## config.mk

```make
export PLATFORM = sky130hd
export DESIGN_NAME = div_unit_top
export DESIGN_NICKNAME = d
export VERILOG_FILES = /design/src/rtl/div_types_pkg.sv /design/src/rtl/div_unit_top.sv /design/src/rtl/div.sv /design/src/rtl/div_issue.sv /design/src/rtl/div_apb_regs.sv /design/src/rtl/div_fifo.sv
export VERILOG_INCLUDE_DIRS = /design/src /design/src/rtl
export SDC_FILE = /design/constraint.sdc
export NUM_CORES = 1
export LEC_CHECK = 0
export BUFFER_PORTS_ARGS = -buffer_cell sky130_fd_sc_hd__buf_2
export CAP_MARGIN = 10
export CELL_PAD_IN_SITES_DETAIL_PLACEMENT = 1
export CELL_PAD_IN_SITES_GLOBAL_PLACEMENT = 1
export CORE_MARGIN = 2
export CORE_UTILIZATION = 50
export CTS_BUF_LIST = sky130_fd_sc_hd__clkbuf_4 sky130_fd_sc_hd__clkbuf_8
export CTS_CLUSTER_DIAMETER = 60
export DETAILED_ROUTE_END_ITERATION = 6
export PLACE_DENSITY_LB_ADDON = 0.1
export SLEW_MARGIN = 20
export SYNTH_ARGS = -nofsm -noshare
export SYNTH_HDL_FRONTEND = slang
export SYNTH_SLANG_ARGS = --single-unit
```

## constraint.sdc

```tcl
create_clock -name clk -period 5.1 [get_ports clk]
set_input_delay 0.255 -clock clk [delete_from_list [all_inputs] [get_ports clk]]
set_output_delay 0.255 -clock clk [all_outputs]
set_load 0.02 [all_outputs]
```

## src/rtl/div_settings.svh

```systemverilog
`ifndef DIV_SETTINGS_SVH
`define DIV_SETTINGS_SVH

// ####################
// Datapath
// ####################

`define DIV_WIDTH 32
`define DIV_QUEUE_DEPTH 4

// ####################
// APB register map
// ####################

`define DIV_ADDR_DIVIDEND 8'h00
`define DIV_ADDR_DIVISOR  8'h04
`define DIV_ADDR_CTRL     8'h08 // Write pushes a command.
`define DIV_ADDR_STATUS   8'h0C
`define DIV_ADDR_QUOT     8'h10
`define DIV_ADDR_REM      8'h14 // Read pops the result.

`endif
```

## src/rtl/div_types_pkg.sv

```systemverilog
`include "div_settings.svh"

package div_types_pkg;

    typedef logic [`DIV_WIDTH-1:0] word_t;
    typedef logic [7:0] apb_addr_t;

    // {signed, dividend, divisor}.
    typedef logic [2*`DIV_WIDTH:0] div_cmd_t;

    // {dbz, quotient, remainder}.
    typedef logic [2*`DIV_WIDTH:0] div_res_t;

    typedef enum logic [1:0] {
        div_free,
        div_by_zero,
        div_on,
        div_end
    } div_state_t;

endpackage

```

## src/rtl/div_unit_top.sv

```systemverilog
`timescale 1ns/1ps
`include "div_settings.svh"

module div_unit_top (
    input  logic                     clk,
    input  logic                     rst,
    input  div_types_pkg::apb_addr_t paddr,
    input  logic                     psel,
    input  logic                     penable,
    input  logic                     pwrite,
    input  div_types_pkg::word_t     pwdata,
    output div_types_pkg::word_t     prdata,
    output logic                     pslverr
);
    import div_types_pkg::*;

    logic     cmd_push;
    logic     cmd_pop;
    logic     cmd_full;
    logic     cmd_empty;
    div_cmd_t cmd_wr_data;
    div_cmd_t cmd_rd_data;
    logic     res_push;
    logic     res_pop;
    logic     res_full;
    logic     res_empty;
    div_res_t res_wr_data;
    div_res_t res_rd_data;
    logic     div_start;
    logic     div_signed;
    word_t    div_data1;
    word_t    div_data2;
    logic     div_done;
    logic     div_dbz;
    word_t    div_quot;
    word_t    div_rem;

    // ####################
    // Host side
    // ####################

    div_apb_regs regs_inst (
        .clk(clk), .rst(rst),
        .paddr(paddr), .psel(psel), .penable(penable), .pwrite(pwrite),
        .pwdata(pwdata), .prdata(prdata), .pslverr(pslverr),
        .cmd_push(cmd_push), .cmd_data(cmd_wr_data), .cmd_full(cmd_full),
        .res_pop(res_pop), .res_data(res_rd_data), .res_empty(res_empty)
    );

    div_fifo #(.WIDTH($bits(div_cmd_t)), .DEPTH(`DIV_QUEUE_DEPTH)) cmd_queue (
        .clk(clk), .rst(rst),
        .push(cmd_push), .push_data(cmd_wr_data),
        .pop(cmd_pop), .pop_data(cmd_rd_data),
        .full(cmd_full), .empty(cmd_empty)
    );

    // ####################
    // Divide engine
    // ####################

    div_issue issue_inst (
        .clk(clk), .rst(rst),
        .cmd_empty(cmd_empty), .cmd_data(cmd_rd_data), .cmd_pop(cmd_pop),
        .res_full(res_full), .res_push(res_push), .res_data(res_wr_data),
        .div_start(div_start), .div_signed(div_signed),
        .div_data1(div_data1), .div_data2(div_data2),
        .div_done(div_done), .div_dbz(div_dbz),
        .div_quot(div_quot), .div_rem(div_rem)
    );

    div div_inst (
        .clk(clk), .rst(rst),
        .div_start(div_start), .div_signed(div_signed),
        .div_data1(div_data1), .div_data2(div_data2),
        .div_done(div_done), .div_dbz(div_dbz),
        .div_quot(div_quot), .div_rem(div_rem)
    );

    div_fifo #(.WIDTH($bits(div_res_t)), .DEPTH(`DIV_QUEUE_DEPTH)) res_queue (
        .clk(clk), .rst(rst),
        .push(res_push), .push_data(res_wr_data),
        .pop(res_pop), .pop_data(res_rd_data),
        .full(res_full), .empty(res_empty)
    );

endmodule

```

## src/rtl/div.sv

```systemverilog
`timescale 1ns/1ps
`include "div_settings.svh"

module div (
    input  logic                 clk,
    input  logic                 rst,
    input  logic                 div_start,
    input  logic                 div_signed,
    input  div_types_pkg::word_t div_data1,
    input  div_types_pkg::word_t div_data2,
    output logic                 div_done,
    output logic                 div_dbz,
    output div_types_pkg::word_t div_quot,
    output div_types_pkg::word_t div_rem
);
    import div_types_pkg::*;

    localparam int W = `DIV_WIDTH;

    div_state_t         state;
    logic [$clog2(W):0] cnt;
    word_t              rem_r;     // Partial remainder.
    word_t              quot_r;    // Dividend out, quotient in.
    word_t              divisor_r;
    logic               neg_quot;
    logic               neg_rem;
    word_t              mag1;
    word_t              mag2;
    logic [W:0]         shifted;
    logic [W+1:0]       diff;

    // Operand magnitudes.
    assign mag1 = (div_signed && div_data1[W-1]) ? ~div_data1 + 1'b1 : div_data1;
    assign mag2 = (div_signed && div_data2[W-1]) ? ~div_data2 + 1'b1 : div_data2;

    // One restoring step; diff[W+1] is the borrow.
    assign shifted = {rem_r, quot_r[W-1]};
    assign diff    = {1'b0, shifted} - {2'b00, divisor_r};

    assign div_quot = quot_r;
    assign div_rem  = rem_r;

    always_ff @(posedge clk) begin
        if (rst) begin
            state    <= div_free;
            cnt      <= '0;
            div_done <= 1'b0;
            div_dbz  <= 1'b0;
        end else begin
            case (state)
                div_free: begin
                    div_done <= 1'b0;
                    if (div_start) begin
                        if (div_data2 == '0) begin
                            state   <= div_by_zero;
                            div_dbz <= 1'b1;
                        end else begin
                            state     <= div_on;
                            cnt       <= '0;
                            div_dbz   <= 1'b0;
                            rem_r     <= '0;
                            quot_r    <= mag1;
                            divisor_r <= mag2;
                            neg_quot  <= div_signed && (div_data1[W-1] ^ div_data2[W-1]);
                            neg_rem   <= div_signed && div_data1[W-1];
                        end
                    end
                end
                div_by_zero: begin
                    quot_r <= '0;
                    rem_r  <= '0;
                    state  <= div_end;
                end
                div_on: begin
                    if (cnt != W) begin
                        if (diff[W+1]) begin
                            rem_r  <= shifted[W-1:0]; // Restore.
                            quot_r <= {quot_r[W-2:0], 1'b0};
                        end else begin
                            rem_r  <= diff[W-1:0];
                            quot_r <= {quot_r[W-2:0], 1'b1};
                        end
                        cnt <= cnt + 1'b1;
                    end else begin
                        // Sign fix-up.
                        if (neg_quot) begin
                            quot_r <= ~quot_r + 1'b1;
                        end
                        if (neg_rem) begin
                            rem_r <= ~rem_r + 1'b1; // Remainder follows dividend.
                        end
                        cnt   <= '0;
                        state <= div_end;
                    end
                end
                div_end: begin
                    if (!div_start) begin
                        state    <= div_free;
                        div_done <= 1'b0;
                    end else begin
                        div_done <= 1'b1; // Held until start drops.
                    end
                end
                default: state <= div_free;
            endcase
        end
    end

endmodule

```

## src/rtl/div_issue.sv

```systemverilog
`timescale 1ns/1ps
`include "div_settings.svh"

module div_issue (
    input  logic                    clk,
    input  logic                    rst,
    input  logic                    cmd_empty,
    input  div_types_pkg::div_cmd_t cmd_data,
    output logic                    cmd_pop,
    input  logic                    res_full,
    output logic                    res_push,
    output div_types_pkg::div_res_t res_data,
    output logic                    div_start,
    output logic                    div_signed,
    output div_types_pkg::word_t    div_data1,
    output div_types_pkg::word_t    div_data2,
    input  logic                    div_done,
    input  logic                    div_dbz,
    input  div_types_pkg::word_t    div_quot,
    input  div_types_pkg::word_t    div_rem
);
    import div_types_pkg::*;

    localparam int W = `DIV_WIDTH;

    typedef enum logic {
        iss_idle,
        iss_busy
    } iss_state_t;

    iss_state_t state;

    assign cmd_pop  = (state == iss_idle) && !cmd_empty;
    assign res_push = (state == iss_busy) && div_done && !res_full; // Stall while full.
    assign res_data = {div_dbz, div_quot, div_rem};

    // Operands stay put for the whole handshake.
    always_ff @(posedge clk) begin
        if (cmd_pop) begin
            div_signed <= cmd_data[2*W];
            div_data1  <= cmd_data[2*W-1:W];
            div_data2  <= cmd_data[W-1:0];
        end
    end

    always_ff @(posedge clk) begin
        if (rst) begin
            state     <= iss_idle;
            div_start <= 1'b0;
        end else begin
            case (state)
                iss_idle: begin
                    if (cmd_pop) begin
                        state     <= iss_busy;
                        div_start <= 1'b1;
                    end
                end
                iss_busy: begin
                    if (res_push) begin
                        state     <= iss_idle;
                        div_start <= 1'b0; // Releases the divider.
                    end
                end
                default: state <= iss_idle;
            endcase
        end
    end

endmodule

```

## src/rtl/div_apb_regs.sv

```systemverilog
`timescale 1ns/1ps
`include "div_settings.svh"

module div_apb_regs (
    input  logic                     clk,
    input  logic                     rst,
    input  div_types_pkg::apb_addr_t paddr,
    input  logic                     psel,
    input  logic                     penable,
    input  logic                     pwrite,
    input  div_types_pkg::word_t     pwdata,
    output div_types_pkg::word_t     prdata,
    output logic                     pslverr,
    output logic                     cmd_push,
    output div_types_pkg::div_cmd_t  cmd_data,
    input  logic                     cmd_full,
    output logic                     res_pop,
    input  div_types_pkg::div_res_t  res_data,
    input  logic                     res_empty
);
    import div_types_pkg::*;

    localparam int W = `DIV_WIDTH;

    logic  wr_access;
    logic  rd_access;
    logic  ctrl_wr;
    logic  result_rd;
    word_t dividend_r;
    word_t divisor_r;
    word_t head_quot;
    word_t head_rem;
    logic  head_dbz;

    assign wr_access = psel && penable && pwrite;
    assign rd_access = psel && penable && !pwrite;

    assign ctrl_wr   = wr_access && (paddr == `DIV_ADDR_CTRL);
    assign result_rd = rd_access && ((paddr == `DIV_ADDR_QUOT) || (paddr == `DIV_ADDR_REM));

    assign head_dbz  = res_data[2*W];
    assign head_quot = res_data[2*W-1:W];
    assign head_rem  = res_data[W-1:0];

    // ####################
    // Queue strobes
    // ####################

    assign cmd_push = ctrl_wr && !cmd_full;
    assign cmd_data = {pwdata[0], dividend_r, divisor_r}; // Bit 0 selects signed.
    assign res_pop  = rd_access && (paddr == `DIV_ADDR_REM) && !res_empty;

    // Dropped CTRL write or read of an empty result queue.
    assign pslverr = (ctrl_wr && cmd_full) || (result_rd && res_empty);

    // ####################
    // Operand registers
    // ####################

    always_ff @(posedge clk) begin
        if (rst) begin
            dividend_r <= '0;
            divisor_r  <= '0;
        end else if (wr_access) begin
            case (paddr)
                `DIV_ADDR_DIVIDEND: dividend_r <= pwdata;
                `DIV_ADDR_DIVISOR:  divisor_r  <= pwdata;
                default: begin
                end
            endcase
        end
    end

    // ####################
    // Read mux
    // ####################

    always_comb begin
        prdata = '0;
        if (rd_access) begin
            case (paddr)
                `DIV_ADDR_DIVIDEND: prdata = dividend_r;
                `DIV_ADDR_DIVISOR:  prdata = divisor_r;
                `DIV_ADDR_STATUS: begin
                    prdata[0] = !res_empty;
                    prdata[1] = cmd_full;
                    prdata[2] = head_dbz && !res_empty; // Head is stale when empty.
                end
                `DIV_ADDR_QUOT: begin
                    if (!res_empty) begin
                        prdata = head_quot;
                    end
                end
                `DIV_ADDR_REM: begin
                    if (!res_empty) begin
                        prdata = head_rem;
                    end
                end
                default: begin
                end
            endcase
        end
    end

endmodule

```

## src/rtl/div_fifo.sv

```systemverilog
`timescale 1ns/1ps

module div_fifo #(
    parameter int WIDTH = 8,
    parameter int DEPTH = 4
) (
    input  logic             clk,
    input  logic             rst,
    input  logic             push,
    input  logic [WIDTH-1:0] push_data,
    input  logic             pop,
    output logic [WIDTH-1:0] pop_data,
    output logic             full,
    output logic             empty
);
    localparam int PTR_W = (DEPTH > 1) ? $clog2(DEPTH) : 1;
    localparam int CNT_W = $clog2(DEPTH + 1);

    logic [WIDTH-1:0] mem [DEPTH];
    logic [PTR_W-1:0] wr_ptr;
    logic [PTR_W-1:0] rd_ptr;
    logic [CNT_W-1:0] count;
    logic             do_push;
    logic             do_pop;

    assign full     = (count == CNT_W'(DEPTH));
    assign empty    = (count == '0);
    assign do_push  = push && !full;
    assign do_pop   = pop && !empty;
    assign pop_data = mem[rd_ptr]; // Head is visible without a pop.

    always_ff @(posedge clk) begin
        if (do_push) begin
            mem[wr_ptr] <= push_data;
        end
    end

    always_ff @(posedge clk) begin
        if (rst) begin
            wr_ptr <= '0;
            rd_ptr <= '0;
            count  <= '0;
        end else begin
            if (do_push) begin
                wr_ptr <= (wr_ptr == PTR_W'(DEPTH - 1)) ? '0 : wr_ptr + 1'b1;
            end
            if (do_pop) begin
                rd_ptr <= (rd_ptr == PTR_W'(DEPTH - 1)) ? '0 : rd_ptr + 1'b1;
            end
            case ({do_push, do_pop})
                2'b10:   count <= count + 1'b1;
                2'b01:   count <= count - 1'b1;
                default: count <= count; // Both or neither.
            endcase
        end
    end

endmodule

```

# Word-level counts from Yosys, hierarchy flattened
# Memory sizes are Yosys's and may differ from the RTL's. A register that Yosys moved wholly into a read port is not among the register bits.
# Index checks and enable logic that the tools add are counted.
# Widths: inputs -> output; s select.
[totals] n_memories=2 inputBits=45 regBits=188 ram_bits=520
[mem_list] name="cmd_queue.mem" words=4 width=65 read_ports=1 rd_clocked_by_memory_dff=1 wr=1 line="div_fifo.sv:19" rtl="logic [WIDTH-1:0] mem [DEPTH];"
[mem_list] name="res_queue.mem" words=4 width=65 read_ports=1 rd_clocked_by_memory_dff=1 wr=1 line="div_fifo.sv:19"
[classes] n_bitwise=8 addsub=14 reduce_logical=47 n_eq_ne=27 n_mux=49
[op_table] operator="$mux 32" count=14
[op_table] operator="$pmux 32 s3" count=2
[op_table] operator="$add 32x1->32 const B" count=4
[op_table] operator="$not 32->32" count=4
[op_table] operator="$pmux 29 s4" count=1
[op_table] operator="$sub 33x32->34" count=1
[op_table] operator="$logic_not 32->1" count=1
[op_table] operator="$logic_and 1x1->1" count=21
[op_table] operator="$mux 2" count=10
[op_table] operator="$mux 6" count=3
[op_table] operator="$eq 2x2->1 const B" count=8
[op_table] operator="$eq 8x4->1 const B" count=2
[op_table] operator="$eq 8x5->1 const B" count=2
[op_table] operator="$pmux 3 s5" count=1
[op_table] operator="$pmux 3 s2" count=2
[op_table] operator="$pmux 6 s2" count=1
[op_table] operator="$mux 1" count=11
[op_table] operator="$ne 2x2->1 const B" count=5
[op_table] operator="$reduce_and 5->1" count=2
[op_table] operator="$add 2x1->2 const B" count=4
[op_table] operator="$eq 8x3->1 const B" count=1
[op_table] operator="$logic_not 8->1" count=1
[op_table] operator="$pmux 2 s4" count=1
[op_table] operator="$reduce_and 2->1" count=4
[op_table] operator="19 further kinds" count=39

# Longest topological paths before layout
[logic_depth] word_depth=7 depth_mapped=14 mapped_depth_nobuf=13

# By module
# A second synthesis with hierarchy kept.
[hier_totals] hier_cells=2398 hier_area_um2=34576.9
[modules_own_cells] module="div_fifo" cells_per_inst=393 seq_area_each_um2=7987.7 area_each_um2=9870.7 n_inst=2
[modules_own_cells] module="div" cells_per_inst=1050 seq_area_each_um2=3143.0 area_each_um2=9033.7 n_inst=1
[modules_own_cells] module="div_apb_regs" cells_per_inst=424 seq_area_each_um2=1281.2 area_each_um2=3273.1 n_inst=1
[modules_own_cells] module="div_issue" cells_per_inst=138 seq_area_each_um2=1991.9 area_each_um2=2528.7 n_inst=1

# Worst setup path after synthesis
# OpenSTA, ideal clock, no wires.
[synth_path] path_kind="reg-to-reg" from="register cmd_queue.count[0]" to="register cmd_queue.count[2]" setup_ps=70 t_required_ps=5030 stages_incl_launch_ff=9 synth_period_minus_slack_ps=4960 path_slack_ps=140 arrival_time_ps=4889 path_cell_list="dfxtp_1 -> nor3_1 -> nor2_1 -> ha_1 -> inv_1 -> fa_1 -> xor2_1 -> or3_1 -> a21oi_1"
[synth_via] elab_chain_cells=6
[synth_lines] item="start, declared" line="div_fifo.sv:22" rtl="logic [CNT_W-1:0] count;"
[synth_lines] item="start signal, assigned" line="div_fifo.sv:51" rtl="2'b10: count <= count + 1'b1;"
[synth_lines] item="start signal, assigned" line="div_fifo.sv:52" rtl="2'b01: count <= count - 1'b1;"
[synth_lines] item="start signal, assigned" line="div_fifo.sv:53" rtl="default: count <= count;"
[synth_lines] item="$logic_not 3->1 *" line="div_fifo.sv:27" rtl="assign empty = (count == '0);"
[synth_lines] item="$logic_not 1->1 *" line="div_issue.sv:33" rtl="assign cmd_pop = (state == iss_idle) && !cmd_empty;"
[synth_lines] item="$logic_and 1x1->1 *" line="div_issue.sv:33"
[synth_lines] item="via cmd_pop" line="div_unit_top.sv:18" rtl="logic cmd_pop;"
[synth_lines] item="$logic_and 1x1->1 *" line="div_fifo.sv:29" rtl="assign do_pop = pop && !empty;"
[synth_lines] item="$eq 2x1->1 / $eq 2x2->1 (equally long branches)" line="div_fifo.sv:50" rtl="case ({do_push, do_pop})"
[synth_lines] item="$pmux 3 s2 / $reduce_bool 2->1 (equally long branches)"
# Mark *: on every way through the listed nets, which the timed path passes. The rest lies on a longest branch.
# A chain may end at the register's enable or synchronous reset.

# Worst setup path after layout
[layout_path] from="register div_inst.quot_r[31], in the netlist div_inst.div_quot[31]" to="register div_inst.rem_r[28], in the netlist div_inst.div_rem[28] (data pin)"
[layout_via] elab_chain_cells=4
[layout_lines] item="start, declared" line="div.sv:23" rtl="word_t quot_r;"
[layout_lines] item="start signal, assigned" line="div.sv:62" rtl="quot_r <= mag1;"
[layout_lines] item="start signal, assigned" line="div.sv:78" rtl="quot_r <= {quot_r[W-2:0], 1'b0};"
[layout_lines] item="start signal, assigned" line="div.sv:81" rtl="quot_r <= {quot_r[W-2:0], 1'b1};"
[layout_lines] item="$sub 33x32->34" line="div.sv:38" rtl="assign diff = {1'b0, shifted} - {2'b00, divisor_r};"
[layout_lines] item="$mux 32" line="div.sv:76" rtl="if (diff[W+1]) begin"
[layout_lines] item="$mux 32" line="div.sv:75" rtl="if (cnt != W) begin"
[layout_lines] item="$pmux 32 s3" line="div.sv:50" rtl="case (state)"
[layout_lines] item="end signal, assigned" line="div.sv:77" rtl="rem_r <= shifted[W-1:0];"
[layout_lines] item="end signal, assigned" line="div.sv:80" rtl="rem_r <= diff[W-1:0];"
[layout_lines] item="end signal, assigned" line="div.sv:90" rtl="rem_r <= ~rem_r + 1'b1;"
[layout_lines] item="end, declared" line="div.sv:22" rtl="word_t rem_r;"
# No other way between the ends.

==> results.toml <==
[status]
status = "completed"

[synthesis]
yosysMostFrequentCell = "edfxtp_1"
synthesis.nets = 2419
ys_types = 71
synth_top_area_frac = 0.607
yosysTopAreaCell = "edfxtp_1"
ys_ff_latch = 775
synth-main-ff-cell = "edfxtp_1"
netlist_area_um2 = 33800
syn-instance-count = 2317
ys_top_cells_by_area = "edfxtp_1 (61%), mux4_2 (8.7%), dfxtp_1 (5.5%), a21oi_1 (2.4%), mux2i_1 (2.4%)"
synth_commonest_cells = "edfxtp_1 (683), nand2_1 (210), a21oi_1 (161), nor2_1 (148), mux4_2 (130)"
synth_edf_count = 683
async_flop_share = 0
avgSynthCellArea_um2 = 14.6
yosysSeqAreaShare = 0.662
ys_warn_count = 0

[timing]
finalHoldViolCount = 0
finClkSkew_ps = 36.5
rsz0062_at_grt = "no"
fin_tns_setup_ps = 0
worstMarginPinSlew_ps = 1070
setup_viol = 0
max-slew-margin-rel = 0.284
max_freq_mhz = 233
period_minus_slack_ps = 4300
slew_violations = 0
hold_slack_ps = 207
min_period_over_period = 0.843

[worst_hold_path]
hold_path_depth = 6
hp-class = "in -> reg"

[setup_path]
worstPathBufferInverterCount = 1
critPathKind = "reg -> reg"
critPathSlowestCell = "edfxtp_1"
reg2regPathDepth = 13
cp-start-kind = "register"
crit_chain = "inv_1 -> ha_1 -> fa_1 -> nand2b_1 -> a21oi_1 -> o31ai_1 -> o21ai_0 -> a31oi_1 -> o22ai_1 -> nor4_1 -> nor3b_1 -> mux2_2 -> a311oi_1"
path_depth = 13
arrival_ps = 4890
critPathCaptureType = "register"
cp_slowest_stage_delay_ps = 550
crit_family = "compound AO/OA/AOI/OAI gates"
crit_required_ps = 5690
crit_fanout = 9

[cts]
cts_tree = "done"
numCtsBuffers = 132
path_clk_slew_ps = 60
h-tree-depth = 4
numClockSinks = 775
ctsRootBufferMaster = "clkbuf_8"
post_cts_buffers = 0
clockBufferDepth = 3
insertion_delay_ps = 780

[finish]
finalNetCount = 2587
area_delta_synth_final_pct = 13.3
drive_gt1_frac = 0.198
nFillCells = 6467
seqCellArea_um2 = 22400
multi_input_area_um2 = 10800

[global_route]
antenna_found_initial = 1
grt_max_degree = 76
grt_pass1_wl_um = 135000
grt_pass1_vias = 21983
grt_usage = 0.259
grt_remaining_overflow = 0

[floorplan]
die_h_um = 264
die-area_um2 = 69700
coreArea_um2 = 67000
die_x_um = 264
row_count = 95
start_util = 0.504
pin_count = 78

[route]
drc = 0
wire_per_inst_um = 25.5
antenna_left = 0
routed_wl_um = 88300
via_per_inst = 5.96
firstDrtPassIters = 5
vias = 20641
drt_iter0_markers = 1584

[power_and_ir_drop]
powerDensity_nw_per_um2 = 391
comb_power_share = 0.112
sw_frac_of_total = 0.263
clkPwrFrac = 0.380
p_leak_nw = 13.0
p_int_mw = 11.0
p_seq_frac = 0.509
p_switching_mw = 3.94
ir_drop_v = 0.000257

[place]
globalplace.congestion = 0.905
portBuffers = 77
hpwl_um = 58000

[job]
max_cap_viol_count = 0
[power by group through the flow]
stage / logic [mW] / clock network (mW) / registers, mW
global route: 1.84 / 6.06 / 7.64
detailed placement: 1.64 / 0 / 7.74
global placement: 1.58 / 0 / 7.71
CTS: 1.67 / 5.80 / 7.61
floorplan: 1.17 / 0 / 7.58
finish: 1.67 / 5.68 / 7.61
[state kept, by name, summed over array words and instances, names as in the netlist, 2 cells and up, named ones only]
register / flops
div_inst.state: 2
cmd_queue.wr_ptr: 2
res_queue.rd_ptr: 2
issue_inst.div_data1: 32
cmd_queue.rd_ptr: 2
div_inst.divisor_r: 32
res_queue.wr_ptr: 2
regs_inst.divisor_r: 32
res_queue.count: 3
div_inst.div_rem: 32
div_inst.cnt: 6
cmd_queue.count: 3
cmd_queue.mem: 260
regs_inst.dividend_r: 32
res_queue.mem: 260
issue_inst.div_data2: 32
div_inst.div_quot: 32
[metal layers]
metal	part of all wire	GRT usage	vias up	wire [µm]
met4	0.022	0.0814	0	1950
met5	0	0	-	0
met2	0.48	0.416	569	42300
li1	-	-	9268	-
met1	0.45	0.366	10668	39500
met3	0.052	0.0414	136	4580
[per-stage QoR]
| step | power, mW | util | setup WS [ps] | cell area, µm² | cells |
|---|---|---|---|---|---|
| global route | 15.5 | 0.571 | 642 | 38300 | 3463 |
| floorplan | 8.75 | - | 140 | 33800 | 2317 |
| finish | 15.0 | 0.571 | 802 | 38300 | 3463 |
| detailed placement | 9.38 | 0.526 | 890 | 35200 | 3189 |
| CTS | 15.1 | 0.571 | 893 | 38300 | 3462 |
| global placement | 9.29 | 0.526 | 1070 | 35200 | 3189 |
[path summary, 6_finish.rpt]
check                              from                 endpoint  slack, ps
setup reg to reg  div_inst.div_quot[31]     div_inst.div_rem[28]        800
hold reg to reg     res_queue.rd_ptr[1]                 register        500
hold / removal                     psel  regs_inst.divisor_r[22]        210
setup / recovery  div_inst.div_quot[31]     div_inst.div_rem[28]        800
[area by class of cell]
type | count | area share
inverter | 73 | 0.00716
timing repair buffer | 148 | 0.0280
tap | 873 | 0.0285
multi-input combinational | 1355 | 0.282
antenna | 1 | 0.0000653
clock inverter | 42 | 0.00892
sequential | 775 | 0.584
clock buffer | 196 | 0.0618
[placed cells by master, fill, tap and decap left out, drive strengths merged, types with 41 or more instances in the layout]
cell type,n
dfxtp,92
o21ai,62
nor3,41
nor2,148
buf,113
o22ai,43
a21oi,161
edfxtp,683
ha,54
nand2,210
inv,80
mux4,130
xor2,68
mux2i,80
clkbuf,196
xnor2,56
[cell families (layout without fill, tap and decap cells)]
group | after synthesis | in the layout | share of synthesized area
AO/OA/AOI/OAI | 408 | 408 | 0.0750
XOR/XNOR | 124 | 124 | 0.0321
adder cells (fa/ha/maj) | 57 | 57 | 0.0218
buffers and inverters | 187 | 459 | 0.0210
flip-flops | 775 | 775 | 0.662
multiplexers | 212 | 212 | 0.111
other | 0 | 1 | 0
AND/OR/NAND/NOR | 554 | 554 | 0.0775
[worst register-to-register path, stage by stage (launching register included)]
cell      delay, ps
edfxtp_1        550
inv_1            90
ha_1            220
fa_1            400
nand2b_1        190
a21oi_1         250
o31ai_1         150
o21ai_0         540
a31oi_1         360
o22ai_1         390
nor4_1           90
nor3b_1         250
mux2_2          370
a311oi_1        290
[timing repair]
action	in CTS	in global routing
hold buffers	35	0
endpoints found under the hold margin	80	0
gates resized for setup	0	0
No activity file was read; power rests on OpenSTA's default activity.
